## src/verilog/core_pkg.sv

```systemverilog
`default_nettype none

package core_pkg;

    localparam int lane_w     = 8;
    localparam int lanes      = 16;
    localparam int glb_width  = lane_w * lanes;
    localparam int glb_words  = 64;
    localparam int glb_addr_w = $clog2(glb_words);

    localparam int isa_width  = 32;
    localparam int isa_words  = 64;
    localparam int isa_addr_w = $clog2(isa_words);

    // Opcode sits in bits 31:28 of every instruction
    typedef enum logic [3:0] {
        op_end   = 4'h0,  // An all-zero word ends the program
        op_set   = 4'h1,
        op_load  = 4'h2,
        op_store = 4'h3
    } op_e;

    // LOAD and STORE carry a buffer address in the low bits
    typedef struct packed {
        op_e                                   op;
        logic [isa_width-4-glb_addr_w-1:0]     rsvd;
        logic [glb_addr_w-1:0]                 addr;
    } mem_fmt_t;

    // SET carries one byte that is copied to every lane
    typedef struct packed {
        op_e                                   op;
        logic [isa_width-4-lane_w-1:0]         rsvd;
        logic [lane_w-1:0]                     imm;
    } imm_fmt_t;

    typedef union packed {
        mem_fmt_t mem_f;
        imm_fmt_t imm_f;
    } instr_u;

    typedef struct packed {
        logic                  isa_we;  // Instruction write with its data in wdata[31:0]
        logic                  glb_we;
        logic                  glb_re;
        logic [glb_addr_w-1:0] addr;    // Shared by both banks
        logic [glb_width-1:0]  wdata;
    } host_cmd_t;

    typedef enum logic [1:0] {
        acc_hold = 2'd0,
        acc_set  = 2'd1,
        acc_add  = 2'd2
    } acc_op_e;

endpackage

`default_nettype wire

```

## src/verilog/core_ctrl.sv

```systemverilog
`timescale 1ns/1ns
`default_nettype none

module core_ctrl (
    input  wire                             clk,
    input  wire                             rst_n,
    input  wire core_pkg::host_cmd_t        host,
    input  wire                             start,
    input  wire [core_pkg::isa_width-1:0]   isa_rdata,
    input  wire [core_pkg::glb_width-1:0]   acc_q,
    output logic                            busy,
    output logic                            done,
    output logic                            isa_read_en,
    output logic                            isa_write_en,
    output logic [core_pkg::isa_addr_w-1:0] isa_addr_r,
    output logic [core_pkg::isa_addr_w-1:0] isa_addr_w,
    output logic [core_pkg::isa_width-1:0]  isa_wdata,
    output logic                            glb_read_en,
    output logic                            glb_write_en,
    output logic [core_pkg::glb_addr_w-1:0] glb_addr_r,
    output logic [core_pkg::glb_addr_w-1:0] glb_addr_w,
    output logic [core_pkg::glb_width-1:0]  glb_wdata,
    output core_pkg::acc_op_e               acc_op,
    output logic [core_pkg::lane_w-1:0]     acc_imm
);

    typedef enum logic [2:0] {
        st_idle,
        st_fetch,
        st_decode,
        st_exec,
        st_load_wait,
        st_finish
    } state_e;

    state_e                          state;
    state_e                          state_nxt;
    logic [core_pkg::isa_addr_w-1:0] pc;
    core_pkg::instr_u                instr;
    logic                            retire;
    logic                            last_pc;

    assign busy    = (state != st_idle) && (state != st_finish);
    assign done    = (state == st_finish);
    assign last_pc = (pc == core_pkg::isa_words - 1);  // Runaway programs stop here

    // Sequencer
    always_comb begin
        state_nxt = state;
        retire    = 1'b0;
        case (state)
            st_idle: begin
                if (start) begin
                    state_nxt = st_fetch;
                end
            end
            st_fetch: begin
                state_nxt = st_decode;
            end
            st_decode: begin
                state_nxt = st_exec;
            end
            st_exec: begin
                case (instr.mem_f.op)
                    core_pkg::op_set, core_pkg::op_store: begin
                        retire = 1'b1;
                    end
                    core_pkg::op_load: begin
                        state_nxt = st_load_wait;
                    end
                    default: begin
                        state_nxt = st_finish;  // END, and anything unknown
                    end
                endcase
            end
            st_load_wait: begin
                retire = 1'b1;
            end
            default: begin
                state_nxt = st_idle;
            end
        endcase
        if (retire) begin
            state_nxt = last_pc ? st_finish : st_fetch;
        end
    end

    always_ff @(posedge clk or negedge rst_n) begin
        if (!rst_n) begin
            state <= st_idle;
            pc    <= '0;
        end else begin
            state <= state_nxt;
            if (state == st_idle) begin
                pc <= '0;
            end else if (retire) begin
                pc <= pc + 1'b1;
            end
        end
    end

    // Instruction word is valid in DECODE, one cycle after the fetch read
    always_ff @(posedge clk) begin
        if (state == st_decode) begin
            instr <= isa_rdata;
        end
    end

    // Bank port select and execute strobes
    always_comb begin
        isa_read_en  = 1'b0;
        isa_write_en = 1'b0;
        isa_addr_r   = pc;
        isa_addr_w   = host.addr;
        isa_wdata    = host.wdata[core_pkg::isa_width-1:0];
        glb_read_en  = 1'b0;
        glb_write_en = 1'b0;
        glb_addr_r   = instr.mem_f.addr;
        glb_addr_w   = instr.mem_f.addr;
        glb_wdata    = acc_q;
        acc_op       = core_pkg::acc_hold;
        acc_imm      = instr.imm_f.imm;
        if (!busy) begin
            isa_write_en = host.isa_we;
            glb_write_en = host.glb_we;
            glb_read_en  = host.glb_re;
            glb_addr_r   = host.addr;
            glb_addr_w   = host.addr;
            glb_wdata    = host.wdata;
        end else begin
            case (state)
                st_fetch: begin
                    isa_read_en = 1'b1;
                end
                st_exec: begin
                    case (instr.mem_f.op)
                        core_pkg::op_set:   acc_op       = core_pkg::acc_set;
                        core_pkg::op_load:  glb_read_en  = 1'b1;
                        core_pkg::op_store: glb_write_en = 1'b1;
                        default:            acc_op       = core_pkg::acc_hold;
                    endcase
                end
                st_load_wait: begin
                    acc_op = core_pkg::acc_add;  // Buffer word is on data_out now
                end
                default: begin
                    acc_op = core_pkg::acc_hold;
                end
            endcase
        end
    end

    a_no_host_write_busy: assert property (
        @(posedge clk) disable iff (!rst_n)
        busy |-> !(host.isa_we || host.glb_we)
    ) else $error("host write while busy");

    a_done_pulse: assert property (
        @(posedge clk) disable iff (!rst_n)
        done |=> !done && !busy
    ) else $error("done longer than one cycle");

    // Program RAM contents come from the host, so a bad opcode is possible
    a_known_opcode: assert property (
        @(posedge clk) disable iff (!rst_n)
        (state == st_exec) |-> instr.mem_f.op inside {core_pkg::op_set, core_pkg::op_load,
                                                       core_pkg::op_store, core_pkg::op_end}
    ) else $error("unknown opcode decoded");

endmodule

`default_nettype wire

```

## config.mk

```make
export PLATFORM = sky130hd
export DESIGN_NAME = core_ctrl
export DESIGN_NICKNAME = d
export VERILOG_FILES = /design/src/verilog/core_pkg.sv /design/src/verilog/core_ctrl.sv
export SDC_FILE = /design/constraint.sdc
export NUM_CORES = 1
export LEC_CHECK = 0
export BUFFER_PORTS_ARGS = -buffer_cell sky130_fd_sc_hd__buf_4
export CAP_MARGIN = 30
export CORE_AREA = 2 2 192 194
export DETAILED_ROUTE_END_ITERATION = 12
export DIE_AREA = 0 0 194 196
export SLEW_MARGIN = 20
export SYNTH_ARGS = -nofsm -noshare
export SYNTH_HDL_FRONTEND = slang
export SYNTH_SLANG_ARGS = --single-unit
```

## constraint.sdc

```tcl
create_clock -name clk -period 3.3 [get_ports clk]
set_input_delay 0.495 -clock clk [delete_from_list [all_inputs] [get_ports clk]]
set_output_delay 0.495 -clock clk [all_outputs]
set_load 0.01 [all_outputs]
```

==> metrics.cfg <==
[run_status]
status = completed

[die]
dieArea_mm2 = 0.0380
rows = 70
start_util_pct = 8.04
die_h_um = 196
die_w_um = 194
pin_count = 500
core_area_mm2 = 0.0361

[sta]
slew_violations = 0
hold_slack_ns = 0.0539
worst_pin_slew_ns = 0.421
period_needed_ns = 2.69
rsz0062_at_grt = no
finalCritPeriodShare_pct = 81.5
hold_viol_final = 0
setup_violations = 0
slew_headroom_pct = 71.7
skew_ns = 0.00127
setup-tns-final_ns = 0
fin_ws_ns = 0.609
fmax_mhz = 372

[worst_setup_path]
worstPathArrival_ns = 2.20
crit_type = reg2out
cp_cell_sequence = xor2_1, nor2_4, buf_12, mux2_2, buf_4
worst-path-max-fanout = 72
end_kind = output pin
cp-start-kind = register
crit_path_top_delay_cell = dfrtp_1
max_stage_delay_ns = 0.49
critPathRequiredTime_ns = 2.80

[placement]
dp_slack_ns = 0.901
port_buffers = 479
globalplace.congestion = 0.857
dp_hpwl_mm = 18.2
placed_area_mm2 = 0.00664

[synthesis]
yosysMostFrequentCell = mux2_2
synth_async_sr_flop_share_pct = 42.9
synthCells = 274
ys_seq_area_share_pct = 20.2
synth_seq_cells = 21
synthTopCellsByArea = mux2_2 52%, buf_4 13%, edfxtp_1 12%
ys.warnings.count = 0
yosys-top-cells-count = 134 x mux2_2, 52 x buf_4, 18 x buf_2
synth-edff-count = 12
synth_top_area_share_pct = 52.0
ys_types = 32
synth_nets = 575
yosysTopAreaCell = mux2_2
syn_area_mm2 = 0.00290
ys.flop_type = edfxtp_1
synth_area_per_cell_um2 = 10.6

[routing]
vias = 3732
drcViolationCount = 0
wl_per_cell_um = 17.4
dr.pass1.iters = 4
wl_mm = 20.1
vias_per_cell = 3.22
drtIter0Drc = 110
detail-route-antenna-nets = 0

[clock_tree]
clkLatencyLatePin_ns = 0.25
tritoncts = built
holdBufCountCts = 0
cts.sinks = 21
h-tree-depth = 1
cts.repair.resized = 0
postCtsSetupBuffers = 0
cts_buffers = 3
root_buffer = clkbuf_16
clk_path_buf_depth = 2
clk_pin_slew_ns = 0.06

[global_routing]
antenna_found_initial = 5
grt_pass1_wl_mm = 26.3
grt_pass1_vias = 3620
grt_max_degree = 73
grt-ovfl-total = 0
grt_usage_pct = 9.51

[cells_and_area]
nNetsFinal = 991
multiInputGateArea_mm2 = 0.00182
final_area_mm2 = 0.00673
layout-drive-gt1-share_pct = 90.3
fillers = 4007
regArea_um2 = 586
syn_to_final_growth_pct = 132

[pwr]
power_density_mw_per_mm2 = 743
leakage_nw = 3.22
max-vdd-ir-drop_mv = 0.541
power_mw = 5.00

[worst_hold_path]
holdCritPathClass = in2async

[run]
max-cap-violations = 0

-- path summary, 6_finish.rpt --
| check | slack (ns) | startpoint | cells past startpoint | to |
|---|---|---|---|---|
| max | 0.61 | state[0] | 5 | glb_wdata[99] |
| min | 0.05 | rst_n | 1 | state[0] |
| max reg2reg | 1.48 | state[1] | 4 | isa_addr_r[4] |
| min reg2reg | 0.56 | isa_addr_r[5] | 1 | isa_addr_r[5] |
| max in group asynchronous | 3.11 | rst_n | 1 | isa_addr_r[1] |
| min in group clk | 0.41 | isa_rdata[6] | 1 | instr[6] |
-- area by class of cell --
cell class / count / share of cell area (%)
multi-input cells: 180 / 27.1
diodes: 3 / 0.112
well taps: 468 / 8.70
flip-flops and latches: 21 / 8.70
inverters: 2 / 0.112
clock buffers: 4 / 1.17
repair buffers: 482 / 54.1
-- layer usage --
metal | wire [um] | vias to the layer above | GRT usage, %
met5 | 21 | - | 0
li1 | - | 1782 | -
met3 | 1880 | 14 | 2.82
met1 | 8210 | 1712 | 12.2
met4 | 346 | 4 | 2.38
met2 | 9680 | 220 | 15.6
-- cells by family (layout without fill, tap and decap cells) --
kind of cell | after synthesis | count (layout) | share of synthesized area, %
compound gates | 13 | 13 | 3.32
fa+ha+maj | 1 | 1 | 0.431
other cells | 0 | 3 | 0
buf+inv | 73 | 488 | 17.2
flops | 21 | 21 | 20.2
simple gates | 27 | 27 | 5.22
mux | 137 | 137 | 53.0
xor+xnor | 2 | 2 | 0.604
-- placed cells by master (no fill, tap or decap), types with 3 or more instances in the layout --
cell type	netlist	routed
edfxtp_1	12	12
diode_2	0	3
nor3_1	3	3
clkbuf_16	0	3
buf_4	52	480
nor2_1	5	4
mux2_2	134	134
dfrtp_1	9	9
nand2_1	6	6
o31ai_1	3	3
mux2i_1	3	3
-- per-stage QoR --
step / utilization [%] / std cells
2_1_floorplan: - / 274
3_3_place_gp: 18.4 / 1152
3_5_place_dp: 18.4 / 1152
4_1_cts: 18.6 / 1156
5_1_grt: 18.7 / 1159
6_report: 18.7 / 1160
-- registers in the layout, indices dropped and copies added (netlist names) --
name,count
instr,12
isa_addr_r,6
state,3
-- worst max-delay path, delay by kind of cell (launching register included) --
family	cells	cell delay, ns
buffers and inverters	2	0.48
flip-flops	1	0.49
AND/OR/NAND/NOR	1	0.22
XOR/XNOR	1	0.23
multiplexers	1	0.43
-- power by group --
group	internal [mW]	leakage, nW	switching (mW)
clock	0.165	0.0382	0.0918
sequential	0.363	0.231	0.101
combinational	2.41	2.95	1.87
total	2.94	3.22	2.07
No activity file was read; power rests on OpenSTA's default activity.
