## src/verilog/core_pkg.sv

```systemverilog
`default_nettype none

package core_pkg;

    localparam int lane_w     = 8;
    localparam int lanes      = 16;
    localparam int glb_width  = lane_w * lanes;
    localparam int glb_words  = 64;
    localparam int glb_addr_w = $clog2(glb_words);

    localparam int isa_width  = 32;
    localparam int isa_words  = 64;
    localparam int isa_addr_w = $clog2(isa_words);

    // Opcode sits in bits 31:28 of every instruction
    typedef enum logic [3:0] {
        op_end   = 4'h0,  // An all-zero word ends the program
        op_set   = 4'h1,
        op_load  = 4'h2,
        op_store = 4'h3
    } op_e;

    // LOAD and STORE carry a buffer address in the low bits
    typedef struct packed {
        op_e                                   op;
        logic [isa_width-4-glb_addr_w-1:0]     rsvd;
        logic [glb_addr_w-1:0]                 addr;
    } mem_fmt_t;

    // SET carries one byte that is copied to every lane
    typedef struct packed {
        op_e                                   op;
        logic [isa_width-4-lane_w-1:0]         rsvd;
        logic [lane_w-1:0]                     imm;
    } imm_fmt_t;

    typedef union packed {
        mem_fmt_t mem_f;
        imm_fmt_t imm_f;
    } instr_u;

    typedef struct packed {
        logic                  isa_we;  // Instruction write with its data in wdata[31:0]
        logic                  glb_we;
        logic                  glb_re;
        logic [glb_addr_w-1:0] addr;    // Shared by both banks
        logic [glb_width-1:0]  wdata;
    } host_cmd_t;

    typedef enum logic [1:0] {
        acc_hold = 2'd0,
        acc_set  = 2'd1,
        acc_add  = 2'd2
    } acc_op_e;

endpackage

`default_nettype wire

```

## src/verilog/vec_acc.sv

```systemverilog
`timescale 1ns/1ns
`default_nettype none

module vec_acc (
    input  wire                            clk,
    input  wire                            rst_n,
    input  wire core_pkg::acc_op_e         acc_op,
    input  wire [core_pkg::lane_w-1:0]     imm,
    input  wire [core_pkg::glb_width-1:0]  operand,
    output logic [core_pkg::glb_width-1:0] acc_q
);

    logic [core_pkg::glb_width-1:0] lane_sum;
    logic [core_pkg::glb_width-1:0] lane_fill;

    // Each lane wraps on its own, no carry crosses a lane boundary
    always_comb begin
        for (int i = 0; i < core_pkg::lanes; i++) begin
            lane_sum[i*core_pkg::lane_w +: core_pkg::lane_w] =
                acc_q[i*core_pkg::lane_w +: core_pkg::lane_w] +
                operand[i*core_pkg::lane_w +: core_pkg::lane_w];
        end
    end

    assign lane_fill = {core_pkg::lanes{imm}};  // Broadcast immediate for SET

    always_ff @(posedge clk or negedge rst_n) begin
        if (!rst_n) begin
            acc_q <= '0;
        end else begin
            case (acc_op)
                core_pkg::acc_set: begin
                    acc_q <= lane_fill;
                end
                core_pkg::acc_add: begin
                    acc_q <= lane_sum;
                end
                default: begin
                    acc_q <= acc_q;  // HOLD
                end
            endcase
        end
    end

endmodule

`default_nettype wire

```

## config.mk

```make
export PLATFORM = sky130hd
export DESIGN_NAME = vec_acc
export DESIGN_NICKNAME = d
export VERILOG_FILES = /design/src/verilog/core_pkg.sv /design/src/verilog/vec_acc.sv
export SDC_FILE = /design/constraint.sdc
export NUM_CORES = 1
export LEC_CHECK = 0
export CAP_MARGIN = 20
export CORE_MARGIN = 2
export CORE_UTILIZATION = 35
export CTS_CLUSTER_DIAMETER = 80
export DETAILED_ROUTE_END_ITERATION = 6
export DONT_BUFFER_PORTS = 1
export GPL_ROUTABILITY_DRIVEN = 1
export GPL_TIMING_DRIVEN = 1
export HOLD_SLACK_MARGIN = 0.15
export RECOVER_POWER = 25
export SLEW_MARGIN = 20
export SYNTH_ARGS = -nofsm -noshare
export SYNTH_HDL_FRONTEND = slang
export SYNTH_SLANG_ARGS = --single-unit
```

## constraint.sdc

```tcl
create_clock -name clk -period 3.9 [get_ports clk]
set_input_delay 0.78 -clock clk [delete_from_list [all_inputs] [get_ports clk]]
set_output_delay 0.78 -clock clk [all_outputs]
set_load 0.02 [all_outputs]
```

==> results of run 1 <==
-- power breakdown --
| group | leakage, nW | switching [mW] | internal (mW) |
|---|---|---|---|
| Combinational | 3.32 | 1.33 | 1.08 |
| Sequential | 1.51 | 0.722 | 1.60 |
| Clock | 0.280 | 0.645 | 0.952 |
-- placed cells by master, fill, tap and decap left out, types with 4 or more instances in the layout --
master and n:
a21oi_1 150, dfrtp_1 128, ha_1 112, inv_1 94, nand2_1 70, xnor2_1 64
o21ai_0 41, nor2b_1 37, nor3_1 32, nor2_1 31, o21ai_1 26, a21o_1 18
mux2i_1 17, clkbuf_16 17, a211o_1 16, a221o_1 16, o21bai_1 16, xor2_1 16
fa_1 16, a211oi_2 15, a211oi_1 15, nand3_1 14, and4b_1 14, nor3_2 14
a221oi_2 14, a2111oi_1 14, a41o_1 14, o21a_1 14, a21oi_2 12, and2b_1 11
nand2_2 11, buf_4 10, clkinv_2 6, nand2b_1 5, nor2b_2 4
-- stage by stage --
step	setup WS, ns	util, %	power [mW]
floorplan	1.55	-	4.16
global placement	0.939	36.8	4.67
detailed placement	0.869	36.8	4.71
CTS	1.32	38.8	6.38
global route	1.18	38.8	6.78
finish	1.36	38.8	6.33
-- cell families (layout without fill, tap and decap cells) --
kind of cell             Yosys count  count (layout)  synth area share, %
multiplexers                      17              17                 1.63
XOR/XNOR                          80              80                 6.69
flip-flops                       128             128                 30.6
other                              0               1                    0
AND/OR/NAND/NOR                  253             253                 13.5
AO/OA/AOI/OAI                    385             385                 25.5
buffers and inverters            145             140                 5.53
adder cells (fa/ha/maj)          129             129                 16.6
-- what timing repair did --
| item | CTS | global route |
|---|---|---|
| endpoints found under the hold margin | 128 | 0 |
| setup endpoints to repair | 0 | 0 |
| gates resized for setup | 0 | 0 |
| hold buffers | 1 | 0 |
-- routing by layer --
| metal | part of all wire (%) | vias up | GRT usage, % |
|---|---|---|---|
| met1 | 45 | 4028 | 26.6 |
| met5 | 0 | - | 0 |
| met4 | 1.7 | 0 | 5.82 |
| met3 | 7.5 | 31 | 6.57 |
| li1 | - | 4083 | - |
| met2 | 46 | 222 | 31.0 |
-- final timing paths --
path,from,endpoint,slack [ns]
worst max register to register,acc_q[88]$_DFFE_PN0P_,acc_q[94]$_DFFE_PN0P_,1.53
worst max-delay path,acc_op[0],acc_q[102]$_DFFE_PN0P_,1.36
worst min-delay path,imm[5],acc_q[45]$_DFFE_PN0P_,0.64
min in group asynchronous,rst_n,acc_q[8]$_DFFE_PN0P_,0.91
max in group asynchronous,rst_n,acc_q[59]$_DFFE_PN0P_,1.81
worst min register to register,acc_q[28]$_DFFE_PN0P_,acc_q[28]$_DFFE_PN0P_,0.65
-- final cells by class --
class / count / area share [%]
inverter: 95 / 3.13
timing repair buffer: 13 / 1.07
clock inverter: 11 / 1.00
antenna: 1 / 0.0218
multi-input combinational: 864 / 58.6
tap: 390 / 4.26
clock buffer: 21 / 3.93
sequential: 128 / 27.9
-- worst max-delay path: stages --
cell     delay, ns
inv_1         0.09
ha_4          0.63
inv_4         0.32
nor2_2        0.59
buf_4         0.30
a221o_1       0.16
==> impl_metrics.env, run 1 <==
export IMPL_status="finished, violations left"
export IMPL_violations="capacitance limit, slew limit"
export IMPL_drc=0
export IMPL_tritoncts="done"
export IMPL_clk_path_buf_depth=2
export IMPL_crit_arrival_ns=2.91
export IMPL_viasPerCell=5.49
export IMPL_hold_violations=0
export IMPL_fmax_ghz=0.393
export IMPL_synth_largest_area_cell="dfrtp_1"
export IMPL_finClkSkew_ns=0.0117
export IMPL_slew_headroom_pct=-28.0
export IMPL_cts_root_buffer="clkbuf_16"
export IMPL_vias=8364
export IMPL_core_area_um2=29600
export IMPL_rr_worst_depth=9
export IMPL_die_y_um=177
export IMPL_wl_per_cell_um=20.4
export IMPL_endpoint_kind="flop"
export IMPL_final_period_utilization_pct=65.2
export IMPL_drt_iter0_markers=431
export IMPL_synthArstFlopShare_pct=100
export IMPL_ys_warn_count=0
export IMPL_fin_nets=1388
export IMPL_drtPass1Iterations=4
export IMPL_clk_pin_slew_ns=0.06
export IMPL_num_rows=63
export IMPL_grt_setup_unrepaired="no"
export IMPL_grt_max_degree=129
export IMPL_die_w_um=177
export IMPL_drv_cap=1
export IMPL_grt_pass1_wl_um=48200
export IMPL_reg_top3="acc_q: 128 flops"
export IMPL_stdcell_count=1523
export IMPL_tightest_slew_ns=1.92
export IMPL_yosys_most_used_dff="dfrtp_1"
export IMPL_hp_class="in2reg"
export IMPL_p_leak_nw=5.11
export IMPL_synthCells=1137
export IMPL_initial_utilization_pct=35.4
export IMPL_dpl_cell_count=1489
export IMPL_synth_nets=1406
export IMPL_placed_area_um2=10900
export IMPL_cp_max_fo=50
export IMPL_yosysMostFrequentCell="a21oi_1"
export IMPL_ys_ff_latch=128
export IMPL_maxSlewViolCount=129
export IMPL_finalSetupTns_ns=0
export IMPL_h_tree_depth=4
export IMPL_synth_edf_count=0
export IMPL_synth_common_cells="a21oi_1, dfrtp_1, ha_1"
export IMPL_io_pins=268
export IMPL_yosys_cell_types_count=49
export IMPL_largest_reg_flops=128
export IMPL_syn_area_um2=10500
export IMPL_drive_gt1_share_pct=10.3
export IMPL_post_cts_buffers=0
export IMPL_grt_pass1_vias=8346
export IMPL_p_per_area_nw_per_um2=552
export IMPL_antenna_found_initial=0
export IMPL_design_area_um2=11500
export IMPL_yosysSeqAreaShare_pct=30.6
export IMPL_fillCellCount=2962
export IMPL_top_register="acc_q"
export IMPL_clk_latency_ns=0.43
export IMPL_hold_depth=2
export IMPL_cp_data_required_time_ns=4.26
export IMPL_dp_hpwl_um=22100
export IMPL_grt_usage_pct=20.0
export IMPL_gp_congestion=0.871
export IMPL_crit_type="in2reg"
export IMPL_whs_ns=0.640
export IMPL_die_area_um2=31300
export IMPL_clock_sinks=128
export IMPL_gr_total_overflow=0
export IMPL_area_growth_pct=9.49
export IMPL_yosys_area_top_type_share_pct=30.6
export IMPL_cp_start_kind="input pin"
export IMPL_drtAntennaViolNets=0
export IMPL_synth_area_leaders="dfrtp_1, ha_1, a21oi_1, xnor2_1, inv_1"
export IMPL_multi_input_area_um2=6720
export IMPL_routed_wl_um=31000
export IMPL_finalSetupViolations=0
export IMPL_final_period_minus_worst_setup_slack_ns=2.54
export IMPL_io_buffers=0
export IMPL_numCtsBuffers=17
export IMPL_regArea_um2=3200
export IMPL_vdd_ir_drop_worst_v=0.000291
export IMPL_syn_avg_cell_area_um2=9.21
Power figures use the tool's default switching activity.
==> run 2: changes to the inputs <==
--- a/config.mk
+++ b/config.mk
@@ -5,6 +5,7 @@
 export SDC_FILE = /design/constraint.sdc
 export NUM_CORES = 1
 export LEC_CHECK = 0
+export ABC_AREA = 1
 export CAP_MARGIN = 20
 export CORE_MARGIN = 2
 export CORE_UTILIZATION = 35
==> constraint.sdc (replaced) <==
create_clock -name clk -period 2.5 [get_ports clk]
set_input_delay 0.5 -clock clk [delete_from_list [all_inputs] [get_ports clk]]
set_output_delay 0.5 -clock clk [all_outputs]
set_load 0.02 [all_outputs]
==> impl_metrics.env, run 2 <==
export IMPL_status="finished, violations left"
export IMPL_violations="hold timing"
export IMPL_cp_start_kind="flop"
export IMPL_p_int_mw=5.45
export IMPL_tritoncts="done"
export IMPL_finalSetupTns_ns=0
export IMPL_m1WireLength_um=13200
export IMPL_whs_ns=-0.237
export IMPL_cp_slowest_cell="dfrtp_1"
export IMPL_io_pins=268
export IMPL_top_register="acc_q"
export IMPL_top_layer="met5"
export IMPL_gr_total_overflow=0
export IMPL_grt_pass1_wl_um=48800
export IMPL_cp_max_fo=3
export IMPL_io_buffers=0
export IMPL_hp_class="in2async"
export IMPL_preCtsSetupSlack_ns=0.595
export IMPL_grt_usage_pct=20.2
export IMPL_p_leak_nw=5.58
export IMPL_wl_per_cell_um=17.2
export IMPL_clock_sinks=128
export IMPL_synth_common_cells="nand2_1, inv_1, a21oi_1"
export IMPL_mostFrequentLayoutCells="nand2_1, inv_1, a21oi_1"
export IMPL_synth_nets=1696
export IMPL_r2r_start="acc_q[104]$_DFFE_PN0P_"
export IMPL_clk_latency_ns=0.43
export IMPL_cts_root_buffer="clkbuf_16"
export IMPL_dp_hpwl_um=23000
export IMPL_clk_pin_slew_ns=0.07
export IMPL_yosys_cell_types_count=21
export IMPL_synthCells=1427
export IMPL_cp_startpoint="acc_q[104]$_DFFE_PN0P_"
export IMPL_drv_cap=0
export IMPL_largest_reg_flops=128
export IMPL_hold_violations=128
export IMPL_synthArstFlopShare_pct=100
export IMPL_synth_area_leaders="dfrtp_1, ha_1, nand2_1, a21oi_1, nand3_1"
export IMPL_grt_max_degree=129
export IMPL_power_total_mw=9.51
export IMPL_h_tree_depth=4
export IMPL_crit_arrival_ns=2.27
export IMPL_yosys_most_used_dff="dfrtp_1"
export IMPL_path_cells="ha_1, inv_1, fa_1, inv_1, nand2_1, nand2_1, nand3b_1, nand3_1, nand3_1, a21oi_1"
export IMPL_yosys_area_top_type_share_pct=30.5
export IMPL_slew_headroom_pct=60.7
export IMPL_reg_top3="acc_q: 128 flops"
export IMPL_drtPass1Iterations=5
export IMPL_viasPerCell=5.13
export IMPL_clk_path_buf_depth=2
export IMPL_pwr_share_seq_pct=36.9
export IMPL_cp_data_required_time_ns=2.84
export IMPL_yosysMostFrequentCell="nand2_1"
export IMPL_gp_congestion=0.894
export IMPL_comb_power_share_pct=36.5
export IMPL_sw_frac_of_total_pct=42.7
export IMPL_vdd_ir_drop_worst_v=0.000396
export IMPL_final_period_utilization_pct=77.1
export IMPL_wl_met3_um=2970
export IMPL_antenna_found_initial=1
export IMPL_core_area_um2=29600
export IMPL_endpoint_kind="flop"
export IMPL_yosysSeqAreaShare_pct=30.5
export IMPL_final_period_minus_worst_setup_slack_ns=1.93
export IMPL_fin_nets=1694
export IMPL_synth_largest_area_cell="dfrtp_1"
export IMPL_ys_ff_latch=128
export IMPL_pwr_share_clk_pct=26.6
export IMPL_switchingPower_mw=4.06
export IMPL_fin_ws_ns=0.573
export IMPL_drtAntennaViolNets=0
export IMPL_finalSetupViolations=0
export IMPL_crit_type="reg2reg"
export IMPL_p_per_area_nw_per_um2=821
export IMPL_die_y_um=177
export IMPL_die_w_um=177
export IMPL_fillCellCount=3075
export IMPL_routed_wl_um=31500
export IMPL_grt_setup_unrepaired="no"
export IMPL_fmax_ghz=0.519
export IMPL_slowest_delay_ns=0.48
export IMPL_tightest_slew_ns=0.589
export IMPL_final_common_cell="nand2_1"
export IMPL_die_area_um2=31400
export IMPL_synth_edf_count=0
export IMPL_drt_iter0_markers=433
export IMPL_finClkSkew_ns=0.00794
export IMPL_n_antenna_cell=0
export IMPL_drive_gt1_share_pct=7.72
export IMPL_num_rows=63
export IMPL_syn_avg_cell_area_um2=7.36
export IMPL_ys_warn_count=0
export IMPL_numCtsBuffers=17
export IMPL_cp_top_family="adder cells"
export IMPL_initial_utilization_pct=35.5
export IMPL_maxSlewViolCount=0
export IMPL_area_growth_pct=10.2
export IMPL_cts_resized=0
export IMPL_drc=0
export IMPL_vias=9375
export IMPL_wl_met2_um=14700
export IMPL_grt_pass1_vias=9093
export IMPL_critPathBufInv=2
export IMPL_post_cts_buffers=0
export IMPL_syn_area_um2=10500
## run 2: power by group through the flow
stage	Clock, mW	Sequential, mW	Combinational, mW
floorplan	0	3.35	2.79
global route	2.69	3.58	4.01
detailed placement	0	3.55	3.45
global placement	0	3.54	3.36
CTS	2.62	3.52	3.48
finish	2.53	3.51	3.47
## run 2: path summary, 6_finish.rpt
check	endpoint	slack (ns)	depth (start not counted)
max reg2reg	acc_q[110]$_DFFE_PN0P_	0.57	10
max in group asynchronous	acc_q[1]$_DFFE_PN0P_	2.42	0
min	acc_q[15]$_DFFE_PN0P_	-0.24	0
min reg2reg	acc_q[14]$_DFFE_PN0P_	0.68	2
max	acc_q[110]$_DFFE_PN0P_	0.57	10
min in group clk	acc_q[15]$_DFFE_PN0P_	0.30	2
## run 2: layout make-up
cell class | count | area (um2) | area share [%]
Tap cell | 390 | 488 | 4.22
Timing Repair Buffer | 17 | 215 | 1.86
Clock inverter | 11 | 113 | 0.973
Inverter | 179 | 677 | 5.85
Clock buffer | 21 | 470 | 4.06
Multi-Input combinational cell | 1082 | 6410 | 55.4
Sequential cell | 128 | 3200 | 27.7
## run 2: logic make-up after synthesis
group / share of synthesized area, %
and+or+nand+nor: 29.5
AOI/OAI and AO/OA: 13.5
buffers and inverters: 8.75
adders and majority gates: 16.5
DFF: 30.5
xor gates and xnor gates: 1.33
## run 2: layer usage
metal	vias up	GRT usage, %
li1	4691	-
met1	4351	24.0
met2	298	33.7
met3	33	7.67
met4	2	5.92
met5	-	0
## run 2: per-stage QoR
step	hold slack, ns	cell area [um2]	instances	utilization (%)
global placement	0.208	11000	1796	37.2
finish	-0.237	11600	1828	39.2
floorplan	0.204	10500	1427	-
CTS	-0.264	11600	1828	39.2
detailed placement	0.208	11000	1796	37.2
global route	-0.265	11600	1828	39.2
==> run 3: changes to the inputs <==
==> constraint.sdc (replaced) <==
create_clock -name clk -period 1.96 [get_ports clk]
set_input_delay 0.392 -clock clk [delete_from_list [all_inputs] [get_ports clk]]
set_output_delay 0.392 -clock clk [all_outputs]
set_load 0.02 [all_outputs]
==> impl_metrics.env, run 3 (synthesis results as in run 2) <==
export IMPL_status="finished, violations left"
export IMPL_violations="hold timing"
export IMPL_rr_worst_depth=10
export IMPL_multi_input_area_um2=6410
export IMPL_hp_class="in2async"
export IMPL_whs_ns=-0.340
export IMPL_regArea_um2=3200
export IMPL_antenna_found_initial=1
export IMPL_finalSetupViolations=0
export IMPL_tightest_slew_ns=0.582
export IMPL_setup_worst_path_end="acc_q[54]$_DFFE_PN0P_"
export IMPL_endpoint_kind="flop"
export IMPL_grt_pass1_wl_um=49800
export IMPL_wl_per_cell_um=16.9
export IMPL_crit_type="reg2reg"
export IMPL_drtAntennaViolNets=0
export IMPL_r2r_end="acc_q[54]$_DFFE_PN0P_"
export IMPL_grt_setup_unrepaired="no"
export IMPL_h_tree_depth=4
export IMPL_cp_data_required_time_ns=2.31
export IMPL_die_area_um2=31400
export IMPL_vias=9455
export IMPL_maxSlewViolCount=0
export IMPL_vdd_ir_drop_worst_v=0.000472
export IMPL_cp_startpoint="acc_q[48]$_DFFE_PN0P_"
export IMPL_die_y_um=177
export IMPL_cp_start_kind="flop"
export IMPL_viasPerCell=5.01
export IMPL_gp_congestion=0.939
export IMPL_clk_path_buf_depth=2
export IMPL_clock_sinks=128
export IMPL_cts_root_buffer="clkbuf_16"
export IMPL_io_pins=268
export IMPL_fin_util_pct=40.7
export IMPL_final_period_utilization_pct=89.6
export IMPL_reg_top3="acc_q: 128 flops"
export IMPL_dp_hpwl_um=23900
export IMPL_initial_utilization_pct=35.5
export IMPL_core_area_um2=29600
export IMPL_cts_resized=0
export IMPL_r2r_start="acc_q[48]$_DFFE_PN0P_"
export IMPL_p_per_area_nw_per_um2=1050
export IMPL_numCtsBuffers=17
export IMPL_grt_usage_pct=20.6
export IMPL_finClkSkew_ns=0.00926
export IMPL_drv_cap=0
export IMPL_clk_latency_ns=0.42
export IMPL_clk_pin_slew_ns=0.06
export IMPL_drt_iter0_markers=446
export IMPL_fin_nets=1756
export IMPL_path_cells="ha_1, inv_1, fa_1, inv_1, nand2_1, nand2_1, nand3b_1, nand3_1, nand3_1, a21oi_1"
export IMPL_grt_pass1_vias=9136
export IMPL_num_rows=63
export IMPL_drive_gt1_share_pct=11.3
export IMPL_cp_max_fo=3
export IMPL_final_common_cell="nand2_1"
export IMPL_drtPass1Iterations=5
export IMPL_finalSetupTns_ns=0
export IMPL_gr_total_overflow=0
export IMPL_fmax_ghz=0.569
export IMPL_drc=0
export IMPL_r2r_setup_slack_ns=0.20
export IMPL_top_register="acc_q"
export IMPL_final_period_minus_worst_setup_slack_ns=1.76
export IMPL_crit_arrival_ns=2.11
export IMPL_io_buffers=0
export IMPL_design_area_um2=12000
export IMPL_slowest_delay_ns=0.37
export IMPL_area_growth_pct=14.4
export IMPL_grt_max_degree=129
export IMPL_placed_area_um2=11400
export IMPL_fillCellCount=3002
export IMPL_dpl_cell_count=1858
export IMPL_p_leak_nw=5.87
export IMPL_hold_violations=128
export IMPL_slew_headroom_pct=61.2
export IMPL_tritoncts="done"
export IMPL_post_cts_buffers=0
export IMPL_routed_wl_um=31900
export IMPL_stdcell_count=1889
export IMPL_largest_reg_flops=128
export IMPL_n_antenna_cell=0
export IMPL_die_w_um=177
export IMPL_mostFrequentLayoutCells="nand2_1, inv_1, a21oi_1"
export IMPL_cp_slowest_cell="fa_1"
-- run 3: changes by cell type in the layout (fill, tap and decap cells not counted), sizes merged --
cell and change:
buf +62, clkinv -4, clkinvlp -3, bufinv +1, clkbuf +5
-- run 3: metrics by stage --
step | worst slack [ns] | total power [mW] | hold slack [ns]
after detailed placement | 0.197 | 9.27 | 0.0995
after global routing | 0.0742 | 13.7 | -0.373
final | 0.204 | 12.6 | -0.340
after CTS | 0.204 | 12.7 | -0.369
after floorplan | 0.275 | 7.83 | 0.0964
after global placement | 0.256 | 9.14 | 0.0994
-- run 3: layout make-up --
class,count,share of cell area (%)
multi-input combinational,1082,53.3
sequential,128,26.7
inverter,179,5.63
timing repair buffer,79,5.25
clock buffer,26,4.24
tap,390,4.06
clock inverter,5,0.833
-- run 3: how the worst min path moves through the flow --
| stage | startpoint | to | slack, ns |
|---|---|---|---|
| final | rst_n | acc_q[92]$_DFFE_PN0P_ | -0.34 |
| after global routing | rst_n | acc_q[99]$_DFFE_PN0P_ | -0.37 |
| after CTS | rst_n | acc_q[98]$_DFFE_PN0P_ | -0.37 |
| after detailed placement | rst_n | acc_q[92]$_DFFE_PN0P_ | 0.1 |
| after global placement | rst_n | acc_q[92]$_DFFE_PN0P_ | 0.1 |
| after floorplan | rst_n | acc_q[0]$_DFFE_PN0P_ | 0.1 |
-- run 3: metal layers --
layer | vias up | global-route usage [%] | part of all wire, % | routed length, um
met1 | 4327 | 25.2 | 43 | 13600
li1 | 4815 | - | - | -
met4 | 2 | 5.82 | 1.6 | 520
met5 | - | 0 | 0.050 | 16
met2 | 276 | 33.6 | 46 | 14600
met3 | 35 | 7.93 | 9.9 | 3180
-- run 3: critical path: cells and delay by family (launching register included) --
kind	cells	cell delay, ns
adders and majority gates	2	0.57
AOI/OAI and AO/OA	1	0.15
buffers and inverters	2	0.18
and+or+nand+nor	5	0.43
DFF	1	0.36
-- run 3: report_power, final --
part	leakage, nW	switching (mW)	internal, mW
sequential	1.44	0.879	3.16
combinational	4.13	3.08	2.11
clock	0.300	1.24	2.16
total	5.87	5.20	7.43
